**src/hdl/emu_macros.svh**
```systemverilog
`ifndef EMU_MACROS_SVH
`define EMU_MACROS_SVH

// Register byte addresses
`define EMU_STAT            12'h000
`define EMU_CYCLE_LO        12'h004
`define EMU_CYCLE_HI        12'h008
`define EMU_STEP            12'h00C
`define EMU_CKPT_SIZE       12'h010
`define EMU_TRIG_STAT       12'h014
`define EMU_TRIG_EN         12'h018
`define EMU_SCAN_CTRL       12'h01C

// STAT bit positions
`define STAT_PAUSE_BIT      0
`define STAT_DUT_RST_BIT    1
`define STAT_SCAN_BUSY_BIT  2
`define STAT_STEP_TRIG_BIT  31

// SCAN_CTRL bit positions, direction 1 means scan-in
`define SCAN_START_BIT      0
`define SCAN_DIR_BIT        1

`define RESP_SLVERR         2'd2

`define DEF_CHAIN_FF_WORDS  4
`define DEF_CHAIN_MEM_WORDS 3

`endif

```
**src/hdl/emu_pkg.sv**
```systemverilog
package emu_pkg;

    // Register bus
    typedef logic [11:0] csr_addr_t;
    typedef logic [31:0] csr_data_t;

    // Target cycle count
    typedef logic [63:0] cycle_t;

    // One bit per trigger input
    typedef logic [31:0] trig_t;

    // One word of the flip-flop or memory chain
    typedef logic [63:0] scan_word_t;

    // Scan sequencer phases
    typedef enum logic [1:0] {
        IDLE = 2'd0,
        FF   = 2'd1,
        RAM  = 2'd2
    } scan_state_e;

endpackage

```
**src/hdl/emu_csr_if.sv**
```systemverilog
interface emu_csr_if;

    // Decoded write, one cycle per accepted full-strobe write
    logic                wr_en;
    emu_pkg::csr_addr_t  wr_addr;
    emu_pkg::csr_data_t  wr_data;

    // Read address and per-block return data, zero when not addressed
    emu_pkg::csr_addr_t  rd_addr;
    emu_pkg::csr_data_t  run_rdata;
    emu_pkg::csr_data_t  scan_rdata;

    modport ctrl (
        output wr_en, wr_addr, wr_data, rd_addr,
        input  run_rdata, scan_rdata
    );

    modport run (
        input  wr_en, wr_addr, wr_data, rd_addr,
        output run_rdata
    );

    modport scan (
        input  wr_en, wr_addr, wr_data, rd_addr,
        output scan_rdata
    );

endinterface

```
**src/hdl/emu_csr_ctrl.sv**
```systemverilog
`include "emu_macros.svh"

module emu_csr_ctrl #(
    parameter int chain_ff_words  = `DEF_CHAIN_FF_WORDS,
    parameter int chain_mem_words = `DEF_CHAIN_MEM_WORDS
) (
    input  logic               clk,
    input  logic               rst,

    input  emu_pkg::csr_addr_t awaddr,
    input  logic               awvalid,
    output logic               awready,
    input  emu_pkg::csr_data_t wdata,
    input  logic [3:0]         wstrb,
    input  logic               wvalid,
    output logic               wready,
    output logic [1:0]         bresp,
    output logic               bvalid,
    input  logic               bready,

    input  emu_pkg::csr_addr_t araddr,
    input  logic               arvalid,
    output logic               arready,
    output emu_pkg::csr_data_t rdata,
    output logic [1:0]         rresp,
    output logic               rvalid,
    input  logic               rready,

    emu_csr_if.ctrl            csr
);

    // Checkpoint size in bytes, 8 per chain word
    localparam emu_pkg::csr_data_t ckpt_size =
        emu_pkg::csr_data_t'(8 * (chain_ff_words + chain_mem_words));

    // Write channel
    emu_pkg::csr_addr_t wr_addr_q;
    emu_pkg::csr_data_t wr_data_q;
    logic               wr_strb_ok;
    logic               aw_held;
    logic               w_held;
    logic               b_held;
    logic               b_err;
    logic               wr_en_q;
    logic               wr_both;

    // Read channel
    emu_pkg::csr_addr_t rd_addr_q;
    emu_pkg::csr_data_t rdata_q;
    emu_pkg::csr_data_t ckpt_rdata;
    logic               ar_held;
    logic               r_held;
    logic               rd_pending;

    assign wr_both    = aw_held && w_held;
    assign rd_pending = ar_held && !r_held;

    // Checkpoint size register
    assign ckpt_rdata = (rd_addr_q == `EMU_CKPT_SIZE) ? ckpt_size : '0;

    // Payload capture
    always_ff @(posedge clk) begin
        if (awvalid && awready) begin
            wr_addr_q <= awaddr;
        end
        if (wvalid && wready) begin
            wr_data_q  <= wdata;
            wr_strb_ok <= &wstrb;
        end
        if (arvalid && arready) begin
            rd_addr_q <= araddr;
        end
        if (rd_pending) begin
            rdata_q <= csr.run_rdata | csr.scan_rdata | ckpt_rdata;
        end
    end

    // Channel handshake state
    always_ff @(posedge clk) begin
        if (rst) begin
            aw_held <= 1'b0;
            w_held  <= 1'b0;
            b_held  <= 1'b0;
            b_err   <= 1'b0;
            wr_en_q <= 1'b0;
            ar_held <= 1'b0;
            r_held  <= 1'b0;
        end else begin
            wr_en_q <= 1'b0;
            if (awvalid && awready) begin
                aw_held <= 1'b1;
            end
            if (wvalid && wready) begin
                w_held <= 1'b1;
            end
            // Address and data both present, apply and respond
            if (wr_both) begin
                aw_held <= 1'b0;
                w_held  <= 1'b0;
                b_held  <= 1'b1;
                b_err   <= !wr_strb_ok;
                wr_en_q <= wr_strb_ok;
            end
            if (bvalid && bready) begin
                b_held <= 1'b0;
            end

            if (arvalid && arready) begin
                ar_held <= 1'b1;
            end
            if (rd_pending) begin
                r_held <= 1'b1;
            end
            if (rvalid && rready) begin
                ar_held <= 1'b0;
                r_held  <= 1'b0;
            end
        end
    end

    assign awready = !aw_held && !b_held;
    assign wready  = !w_held;
    assign bvalid  = b_held;
    assign bresp   = b_err ? `RESP_SLVERR : 2'b00;

    assign arready = !ar_held;
    assign rvalid  = r_held;
    assign rdata   = rdata_q;
    assign rresp   = 2'b00;

    assign csr.wr_en   = wr_en_q;
    assign csr.wr_addr = wr_addr_q;
    assign csr.wr_data = wr_data_q;
    assign csr.rd_addr = rd_addr_q;

endmodule

```
**src/hdl/emu_run_ctrl.sv**
```systemverilog
`include "emu_macros.svh"

module emu_run_ctrl (
    input  logic           clk,
    input  logic           rst,
    emu_csr_if.run         csr,
    input  logic           stall,
    input  emu_pkg::trig_t trig,
    input  logic           scan_busy,
    output logic           target_fire,
    output logic           dut_clk_en,
    output logic           dut_rst
);

    logic               pause;
    logic               step_trig;
    emu_pkg::cycle_t    cycle;
    emu_pkg::csr_data_t step;
    emu_pkg::csr_data_t step_next;
    emu_pkg::trig_t     trig_en;
    emu_pkg::trig_t     trig_stat;
    emu_pkg::csr_data_t stat;
    logic               step_hit;
    logic               trig_hit;

    // No target clock while the chains are being scanned
    assign target_fire = !pause && !stall;
    assign dut_clk_en  = target_fire && !scan_busy;

    always_comb begin
        if (dut_clk_en && step != '0) begin
            step_next = step - 1'b1;
        end else begin
            step_next = step;
        end
    end

    // Step count expires on this enabled cycle
    assign step_hit = (step != '0) && (step_next == '0);
    assign trig_hit = |(trig & trig_en);

    always_ff @(posedge clk) begin
        if (rst) begin
            pause     <= 1'b1;
            dut_rst   <= 1'b1;
            step_trig <= 1'b0;
        end else begin
            if (csr.wr_en && csr.wr_addr == `EMU_STAT) begin
                pause   <= csr.wr_data[`STAT_PAUSE_BIT];
                dut_rst <= csr.wr_data[`STAT_DUT_RST_BIT];
            end
            // A trigger wins over a STAT write in the same cycle
            if (step_hit || trig_hit) begin
                pause     <= 1'b1;
                step_trig <= step_hit;
            end
        end
    end

    always_ff @(posedge clk) begin
        if (rst) begin
            cycle <= '0;
        end else if (dut_clk_en) begin
            cycle <= cycle + 1'b1;
        end else begin
            if (csr.wr_en && csr.wr_addr == `EMU_CYCLE_LO) begin
                cycle[31:0] <= csr.wr_data;
            end
            if (csr.wr_en && csr.wr_addr == `EMU_CYCLE_HI) begin
                cycle[63:32] <= csr.wr_data;
            end
        end
    end

    always_ff @(posedge clk) begin
        if (rst) begin
            step      <= '0;
            trig_en   <= '0;
            trig_stat <= '0;
        end else begin
            if (csr.wr_en && csr.wr_addr == `EMU_STEP) begin
                step <= csr.wr_data;
            end else begin
                step <= step_next;
            end
            if (csr.wr_en && csr.wr_addr == `EMU_TRIG_EN) begin
                trig_en <= csr.wr_data;
            end
            trig_stat <= trig;
        end
    end

    always_comb begin
        stat                      = '0;
        stat[`STAT_PAUSE_BIT]     = pause;
        stat[`STAT_DUT_RST_BIT]   = dut_rst;
        stat[`STAT_SCAN_BUSY_BIT] = scan_busy;
        stat[`STAT_STEP_TRIG_BIT] = step_trig;
    end

    always_comb begin
        case (csr.rd_addr)
            `EMU_STAT:      csr.run_rdata = stat;
            `EMU_CYCLE_LO:  csr.run_rdata = cycle[31:0];
            `EMU_CYCLE_HI:  csr.run_rdata = cycle[63:32];
            `EMU_STEP:      csr.run_rdata = step;
            `EMU_TRIG_STAT: csr.run_rdata = trig_stat;
            `EMU_TRIG_EN:   csr.run_rdata = trig_en;
            default:        csr.run_rdata = '0;
        endcase
    end

endmodule

```
**src/hdl/emu_scan_seq.sv**
```systemverilog
`include "emu_macros.svh"

module emu_scan_seq #(
    parameter int chain_ff_words  = `DEF_CHAIN_FF_WORDS,
    parameter int chain_mem_words = `DEF_CHAIN_MEM_WORDS
) (
    input  logic                clk,
    input  logic                rst,
    emu_csr_if.scan             csr,
    output logic                scan_busy,

    output logic                ff_shift,
    output emu_pkg::scan_word_t ff_di,
    input  emu_pkg::scan_word_t ff_do,
    output logic                ram_shift,
    output logic                ram_dir,
    output emu_pkg::scan_word_t ram_di,
    input  emu_pkg::scan_word_t ram_do,

    output logic                scan_out_valid,
    input  logic                scan_out_ready,
    output emu_pkg::scan_word_t scan_out_data,
    output logic                scan_out_last,
    input  logic                scan_in_valid,
    output logic                scan_in_ready,
    input  emu_pkg::scan_word_t scan_in_data
);

    localparam int max_words = (chain_ff_words > chain_mem_words) ?
                               chain_ff_words : chain_mem_words;
    localparam int cnt_w     = $clog2(max_words + 1);

    localparam logic [cnt_w-1:0] ff_last_idx  = cnt_w'(chain_ff_words - 1);
    localparam logic [cnt_w-1:0] ram_last_idx = cnt_w'(chain_mem_words - 1);

    emu_pkg::scan_state_e state;
    logic [cnt_w-1:0]     cnt;
    logic                 dir;
    logic                 xfer;
    logic                 ff_last;
    logic                 ram_last;
    logic                 start;

    assign scan_busy = (state != emu_pkg::IDLE);

    // One word per transfer, stalled by the stream side
    assign xfer     = scan_busy && (dir ? scan_in_valid : scan_out_ready);
    assign ff_last  = (cnt == ff_last_idx);
    assign ram_last = (cnt == ram_last_idx);

    assign start = csr.wr_en && (csr.wr_addr == `EMU_SCAN_CTRL) &&
                   csr.wr_data[`SCAN_START_BIT];

    always_ff @(posedge clk) begin
        if (rst) begin
            state <= emu_pkg::IDLE;
            cnt   <= '0;
            dir   <= 1'b0;
        end else begin
            case (state)
                emu_pkg::IDLE: begin
                    if (start) begin
                        dir   <= csr.wr_data[`SCAN_DIR_BIT];
                        cnt   <= '0;
                        state <= emu_pkg::FF;
                    end
                end
                emu_pkg::FF: begin
                    if (xfer) begin
                        if (ff_last) begin
                            cnt   <= '0;
                            state <= emu_pkg::RAM;
                        end else begin
                            cnt <= cnt + 1'b1;
                        end
                    end
                end
                emu_pkg::RAM: begin
                    if (xfer) begin
                        if (ram_last) begin
                            cnt   <= '0;
                            state <= emu_pkg::IDLE;
                        end else begin
                            cnt <= cnt + 1'b1;
                        end
                    end
                end
                default: begin
                    state <= emu_pkg::IDLE;
                end
            endcase
        end
    end

    assign ff_shift  = (state == emu_pkg::FF) && xfer;
    assign ram_shift = (state == emu_pkg::RAM) && xfer;
    assign ram_dir   = dir;

    // Scan-out keeps the flip-flop contents by feeding them back in
    assign ff_di  = dir ? scan_in_data : ff_do;
    assign ram_di = scan_in_data;

    assign scan_out_valid = scan_busy && !dir;
    assign scan_out_data  = (state == emu_pkg::RAM) ? ram_do : ff_do;
    assign scan_out_last  = (state == emu_pkg::RAM) && ram_last;
    assign scan_in_ready  = scan_busy && dir;

    // Start bit position reads back as busy
    always_comb begin
        csr.scan_rdata = '0;
        if (csr.rd_addr == `EMU_SCAN_CTRL) begin
            csr.scan_rdata[`SCAN_START_BIT] = scan_busy;
            csr.scan_rdata[`SCAN_DIR_BIT]   = dir;
        end
    end

endmodule

```
**src/hdl/emu_ctrl_top.sv**
```systemverilog
`include "emu_macros.svh"

module emu_ctrl_top #(
    parameter int chain_ff_words  = `DEF_CHAIN_FF_WORDS,
    parameter int chain_mem_words = `DEF_CHAIN_MEM_WORDS
) (
    input  logic                clk,
    input  logic                rst,

    input  emu_pkg::csr_addr_t  awaddr,
    input  logic                awvalid,
    output logic                awready,
    input  emu_pkg::csr_data_t  wdata,
    input  logic [3:0]          wstrb,
    input  logic                wvalid,
    output logic                wready,
    output logic [1:0]          bresp,
    output logic                bvalid,
    input  logic                bready,
    input  emu_pkg::csr_addr_t  araddr,
    input  logic                arvalid,
    output logic                arready,
    output emu_pkg::csr_data_t  rdata,
    output logic [1:0]          rresp,
    output logic                rvalid,
    input  logic                rready,

    input  logic                stall,
    input  emu_pkg::trig_t      trig,
    output logic                target_fire,
    output logic                dut_clk_en,
    output logic                dut_rst,

    output logic                ff_shift,
    output emu_pkg::scan_word_t ff_di,
    input  emu_pkg::scan_word_t ff_do,
    output logic                ram_shift,
    output logic                ram_dir,
    output emu_pkg::scan_word_t ram_di,
    input  emu_pkg::scan_word_t ram_do,

    output logic                scan_out_valid,
    input  logic                scan_out_ready,
    output emu_pkg::scan_word_t scan_out_data,
    output logic                scan_out_last,
    input  logic                scan_in_valid,
    output logic                scan_in_ready,
    input  emu_pkg::scan_word_t scan_in_data
);

    logic scan_busy;

    emu_csr_if csr_if_i ();

    emu_csr_ctrl #(
        .chain_ff_words  (chain_ff_words),
        .chain_mem_words (chain_mem_words)
    ) emu_csr_ctrl_i (
        .clk     (clk),
        .rst     (rst),
        .awaddr  (awaddr),
        .awvalid (awvalid),
        .awready (awready),
        .wdata   (wdata),
        .wstrb   (wstrb),
        .wvalid  (wvalid),
        .wready  (wready),
        .bresp   (bresp),
        .bvalid  (bvalid),
        .bready  (bready),
        .araddr  (araddr),
        .arvalid (arvalid),
        .arready (arready),
        .rdata   (rdata),
        .rresp   (rresp),
        .rvalid  (rvalid),
        .rready  (rready),
        .csr     (csr_if_i.ctrl)
    );

    emu_run_ctrl emu_run_ctrl_i (
        .clk         (clk),
        .rst         (rst),
        .csr         (csr_if_i.run),
        .stall       (stall),
        .trig        (trig),
        .scan_busy   (scan_busy),
        .target_fire (target_fire),
        .dut_clk_en  (dut_clk_en),
        .dut_rst     (dut_rst)
    );

    emu_scan_seq #(
        .chain_ff_words  (chain_ff_words),
        .chain_mem_words (chain_mem_words)
    ) emu_scan_seq_i (
        .clk            (clk),
        .rst            (rst),
        .csr            (csr_if_i.scan),
        .scan_busy      (scan_busy),
        .ff_shift       (ff_shift),
        .ff_di          (ff_di),
        .ff_do          (ff_do),
        .ram_shift      (ram_shift),
        .ram_dir        (ram_dir),
        .ram_di         (ram_di),
        .ram_do         (ram_do),
        .scan_out_valid (scan_out_valid),
        .scan_out_ready (scan_out_ready),
        .scan_out_data  (scan_out_data),
        .scan_out_last  (scan_out_last),
        .scan_in_valid  (scan_in_valid),
        .scan_in_ready  (scan_in_ready),
        .scan_in_data   (scan_in_data)
    );

endmodule

```
**config.mk**
```make
export PLATFORM = sky130hd
export DESIGN_NAME = emu_ctrl_top
export DESIGN_NICKNAME = d
export VERILOG_FILES = /design/src/hdl/emu_pkg.sv /design/src/hdl/emu_csr_if.sv /design/src/hdl/emu_csr_ctrl.sv /design/src/hdl/emu_run_ctrl.sv /design/src/hdl/emu_scan_seq.sv /design/src/hdl/emu_ctrl_top.sv
export VERILOG_INCLUDE_DIRS = /design/src /design/src/hdl
export SDC_FILE = /design/constraint.sdc
export NUM_CORES = 1
export LEC_CHECK = 0
export BUFFER_PORTS_ARGS = -buffer_cell sky130_fd_sc_hd__buf_2
export CORE_AREA = 2 2 209 211
export DETAILED_ROUTE_END_ITERATION = 8
export DIE_AREA = 0 0 211 213
export PLACE_DENSITY = 0.66
export SLEW_MARGIN = 20
export SYNTH_ARGS = -nofsm -noshare
export SYNTH_HDL_FRONTEND = slang
export SYNTH_SLANG_ARGS = --single-unit
```
**constraint.sdc**
```tcl
create_clock -name clk -period 3.4 [get_ports clk]
set_input_delay 1.02 -clock clk [delete_from_list [all_inputs] [get_ports clk]]
set_output_delay 1.02 -clock clk [all_outputs]
set_load 0.005 [all_outputs]
```
Yosys cells after proc, flatten, opt, wreduce, memory -nomap -nowiden
Index checks and enable logic that the tools add are counted.
- multiplexer cells: 24
- add/subtract/negate cells: 3
- equal/unequal tests: 21
- reduce and logical (&&, ||, !) cells: 55
- bitwise operators: 4
- operators with widths (operator ; count):
    two-way mux 64 bit ; 3
    one-hot mux 32 bit (6 select lines) ; 1
    two-way mux 32 bit ; 4
    equality test 12 x 5 -> 1 bit, second input constant ; 6
    adder 64 x 1 -> 64 bit, second input constant ; 1
    equality test 12 x 4 -> 1 bit, second input constant ; 4
    AND 32 bit ; 1
    zero test 32 bit ; 1
    OR 32 x 2 -> 32 bit ; 1
    OR 32 bit ; 1
    nonzero test 32 bit ; 1
    OR reduction 32 bit ; 1
    subtractor 32 x 1 -> 32 bit, second input constant ; 1
    logical AND 1 bit ; 25
    equality test 12 x 3 -> 1 bit, second input constant ; 2
    zero test 12 bit ; 2
    two-way mux 3 bit ; 5
    two-way mux 2 bit ; 7
    zero test 1 bit ; 10
    inequality test 2 x 1 -> 1 bit, second input constant ; 5
    OR reduction 2 bit ; 5
    one-hot mux 3 bit (3 select lines) ; 1
    AND reduction 4 bit ; 2
    equality test 3 x 2 -> 1 bit, second input constant ; 2
    other kinds (13) ; 15
- register bits: 265
- word-level logic and storage cells: 130
- input port bits: 294

Longest topological paths before layout
- depth after elaboration: 9
- mapped depth: 12
- depth with buffers taken out: 10

Modules after synthesis
From an unflattened synthesis, not the netlist that was laid out.
- cells, all modules: 1693
- area total of the unflattened synthesis: 15230.9 sq um
- modules (own cells, without submodules) (module ; area each (sq um) ; times used ; seq. area each (sq um) ; cells each):
    emu_run_ctrl ; 9183.8 ; 1 ; 3263.1 ; 1222
    emu_csr_ctrl ; 3233.1 ; 1 ; 2812.7 ; 160
    emu_scan_seq ; 2813.9 ; 1 ; 120.1 ; 311

Worst setup path after synthesis
OpenSTA, ideal clock, no wires.
- kind: in2out
- start: input stall
- end: output dut_clk_en
- arrival: 2.361 ns
- data required time: 2.380 ns
- stages: 6
- path slack: 0.019 ns
- path through: or3b_1 -> buf_2 -> inv_2 -> buf_4 -> clkbuf_1 -> buf_1
- longest elaborated chain between the ends: 3
- ends and longest elaborated chain (item ; line ; text):
    start: declaration ; emu_ctrl_top.sv:28 ; input logic stall,
    zero test 1 bit ; emu_run_ctrl.sv:27 ; assign target_fire = !pause && !stall;
    logical AND 1 bit ; emu_run_ctrl.sv:27 ;
    logical AND 1 bit ; emu_run_ctrl.sv:28 ; assign dut_clk_en = target_fire && !scan_busy;
    end: declaration ; emu_ctrl_top.sv:31 ; output logic dut_clk_en,
Every way passes these cells.

Worst setup path in the final report
- start: register emu_scan_seq_i.state[0]
- end: output scan_out_data[34]
- longest elaborated chain between the ends: 2
- ends and longest elaborated chain (item ; line ; text):
    start: declaration ; emu_scan_seq.sv:36 ; emu_pkg::scan_state_e state;
    start signal: assignment ; emu_scan_seq.sv:56 ; state <= emu_pkg::IDLE;
    start signal: assignment ; emu_scan_seq.sv:65 ; state <= emu_pkg::FF;
    start signal: assignment ; emu_scan_seq.sv:72 ; state <= emu_pkg::RAM;
    equality test 2 bit ; emu_scan_seq.sv:104 ; assign scan_out_data = (state == emu_pkg::RAM) ? ram_do : ff_do;
    two-way mux 64 bit ; emu_scan_seq.sv:104 ;
    end: declaration ; emu_ctrl_top.sv:44 ; output emu_pkg::scan_word_t scan_out_data,
Every way passes these cells.

==> flow_metrics.tcl <==
set metrics [dict create \
    ios 536 \
    cp-start-kind "flop" \
    initial_core_util_pct 34.0 \
    track_usage_pct 36.3 \
    yosys_warnings 0 \
    antenna_found_initial 52 \
    drt_iter0_drc 2051 \
    insertion_delay_ns 0.58 \
    grt_max_degree 175 \
    first_global_vias 13800 \
    power_mw 7.57 \
    path_max_fanout 17 \
    slew_viol_final 0 \
    synth_seq_cells 265 \
    crit_chain "inv_2, ha_4, buf_16, mux2_2, buf_2" \
    cts_buffer_depth 3 \
    drc 0 \
    final_cell_mix "531 x buf_2, 175 x dfxtp_1, 154 x nand2_1" \
    die_h_um 213 \
    holdPathEnd "emu_run_ctrl_i.trig_en[16]$_SDFFE_PP0P_" \
    portBuffers 532 \
    r2r_cells 11 \
    hold_violations 0 \
    startpoint "emu_scan_seq_i.state[0]$_SDFFE_PP0P_" \
    layout-drive-gt1-share_pct 40.7 \
    cts-root-buf "clkbuf_16" \
    core_area_mm2 0.0427 \
    tightest_slew_ns 1.05 \
    rsz0062_at_grt "no" \
    post-route-min-period_ns 3.30 \
    finalSetupTns_ns 0 \
    skew_ns 0.0271 \
    clkTransAtPathRegs_ns 0.06 \
    relSlewSlack_pct 29.8 \
    syn_area_per_cell_um2 9.48 \
    wirelength_um 83900 \
    holdPathStages 2 \
    setup_viol 0 \
    cts_max_level 1 \
    seq_area_frac_synth_pct 42.7 \
    cts_tree "built" \
    die_area_mm2 0.0449 \
    vias 15000 \
    cp_data_required_time_ns 2.38 \
    critical_path.slowest_cell "mux2_2" \
    vias_per_cell 5.83 \
    worstHoldStart "emu_run_ctrl_i.trig_en[16]$_SDFFE_PP0P_" \
    status "finished, final reports clean" \
    synth_edf_count 89 \
    max_stage_delay_ns 0.43 \
    grt-ovfl-total 0 \
    critPathArrivalTime_ns 2.28 \
    regToRegStartpoint "emu_run_ctrl_i.step[0]$_SDFF_PP0_" \
    dpl_cell_area_mm2 0.0175 \
    ir_drop_v 0.000336 \
    final_area_mm2 0.0186 \
    fp.dieW_um 211 \
    reg2reg_slack_ns 0.31 \
    path_class "flop to primary output" \
    timing.rr.end "emu_run_ctrl_i.step_trig$_SDFFE_PP0P_" \
    cts_hold_buffers 0 \
    min_path_type "flop to flop" \
    first_pass_iters 8 \
    grt_pass1_wl_um 112000 \
    max_freq_mhz 303 \
    p_leak_nw 7.49 \
    detail-route-antenna-nets 0 \
    ys_types 87 \
    gp_congestion 1.06 \
    critPathCaptureType "primary output" \
    area_growth_pct 28.0 \
    rows 76 \
    cts_num_sinks 265 \
    fill_cells 4222 \
    syn_area_mm2 0.0145 \
    p_per_area_mw_per_mm2 407 \
    hpwl_um 69100 \
    cts_buffers 29 \
    finalCritPeriodShare_pct 97.0 \
    mostFrequentLayoutCell "buf_2" \
    drt-wirelength-per-cell_um 32.6 \
    cap_violations 0 \
    final_net_count 2291 \
    netlist_instances 1531 \
    final_util_pct 43.5 \
    synth-main-ff-cell "dfxtp_1" \
    synthArstFlopShare_pct 0 \
]
## worst max-delay path, delay by kind of cell (launching register included)
family,cells,cell delay (ns)
flops,1,0.35
fa+ha+maj,1,0.36
mux,1,0.43
buf+inv,3,0.54
## cell type report
class / instances / area [um2] / share of cell area (%)
antenna: 20 / 50.0 / 0.269
timing repair buffer: 591 / 3210 / 17.3
sequential: 265 / 6200 / 33.4
tap: 546 / 683 / 3.68
clock buffer: 42 / 856 / 4.61
clock inverter: 12 / 144 / 0.774
inverter: 17 / 63.8 / 0.343
multi-input combinational: 1082 / 7380 / 39.7
## layer usage
metal / up-vias / wire (um) / track usage [%]
met1: 7217 / 34200 / 48.4
li1: 6593 / - / -
met2: 956 / 35600 / 54.8
met3: 210 / 9610 / 11.7
met4: 30 / 4230 / 13.6
met5: - / 202 / 0
## sequential cells by signal, indices dropped and copies added, names as in the netlist
signal and count:
emu_run_ctrl_i.dut_rst 1, emu_csr_ctrl_i.csr.rd_addr 12, emu_run_ctrl_i.trig_en 32, emu_run_ctrl_i.pause 1, emu_csr_ctrl_i.csr.wr_addr 12, emu_scan_seq_i.ram_dir 1
emu_csr_ctrl_i.wr_strb_ok 1, emu_csr_ctrl_i.b_err 1, emu_csr_ctrl_i.csr.wr_en 1, emu_scan_seq_i.state 2, emu_csr_ctrl_i.rdata 32, emu_run_ctrl_i.step_trig 1
emu_scan_seq_i.cnt 3, emu_csr_ctrl_i.bvalid 1, emu_csr_ctrl_i.rvalid 1, emu_run_ctrl_i.cycle 64, emu_run_ctrl_i.trig_stat 32, emu_csr_ctrl_i.csr.wr_data 32
emu_csr_ctrl_i.aw_held 1, emu_csr_ctrl_i.w_held 1, emu_run_ctrl_i.step 32, emu_csr_ctrl_i.ar_held 1
## stage by stage
stage,std cells,worst slack [ns],hold slack [ns]
2_1_floorplan,1533,0.0188,0.426
3_3_place_gp,2499,0.162,0.462
5_1_grt,2561,0.0569,0.498
6_report,2575,0.103,0.473
3_5_place_dp,2499,0.0966,0.455
4_1_cts,2554,0.0248,0.473
## timing repair
action	4_1_cts	5_1_grt
buffers inserted	1	0
gates resized for setup	0	3
endpoints found under the setup margin	17	1
## power by group
| part | total [mW] | internal [mW] | switching [mW] |
|---|---|---|---|
| clock network | 3.35 | 1.97 | 1.38 |
| logic | 0.729 | 0.305 | 0.424 |
| registers | 3.49 | 3.38 | 0.114 |
## worst max-delay path by stage
| stage | endpoint | slack [ns] | cells after the start |
|---|---|---|---|
| floorplan | dut_clk_en | 0.02 | 6 |
| global placement | emu_run_ctrl_i.step_trig$_SDFFE_PP0P_ | 0.16 | 8 |
| detailed placement | emu_run_ctrl_i.step_trig$_SDFFE_PP0P_ | 0.1 | 8 |
| CTS | dut_clk_en | 0.02 | 6 |
| global route | dut_clk_en | 0.06 | 6 |
| finish | scan_out_data[34] | 0.10 | 5 |
## synthesized netlist by cell type (6+ instances only)
library cell,number,share of area [%]
a211oi_1,31,1.6
a21oi_1,76,2.6
a221oi_1,11,0.66
a222oi_1,28,1.9
a22oi_1,49,2.5
a311oi_1,16,0.97
a31oi_1,14,0.60
and2_1,10,0.43
and3_1,20,0.86
buf_2,16,0.55
buf_4,69,3.6
clkbuf_1,77,2.0
dfxtp_1,176,24
edfxtp_1,89,18
ha_1,11,0.95
inv_1,16,0.41
mux2_2,131,10
mux2i_1,8,0.55
nand2_1,154,4.0
nand2b_1,13,0.56
nand3_1,39,1.3
nand3b_1,7,0.36
nand4_1,21,0.91
nor2_1,131,3.4
nor2b_1,37,1.6
nor3_1,48,1.7
nor4_1,35,1.5
o211ai_1,13,0.67
o21a_1,6,0.31
o21ai_0,17,0.59
or2_2,9,0.39
or3_1,17,0.73
or4_1,8,0.41
xnor2_1,14,0.84
xor2_1,7,0.42
## cells by family after synthesis
| group | Yosys count | share of synthesized area (%) |
|---|---|---|
| adders and majority gates | 11 | 0.948 |
| AOI/OAI and AO/OA | 319 | 16.2 |
| muxes | 139 | 10.7 |
| buffers and inverters | 186 | 6.84 |
| xor gates and xnor gates | 21 | 1.27 |
| and+or+nand+nor | 589 | 21.3 |
| DFF | 265 | 42.7 |
| other | 1 | 0.0258 |
No activity file was read; power rests on OpenSTA's default activity.
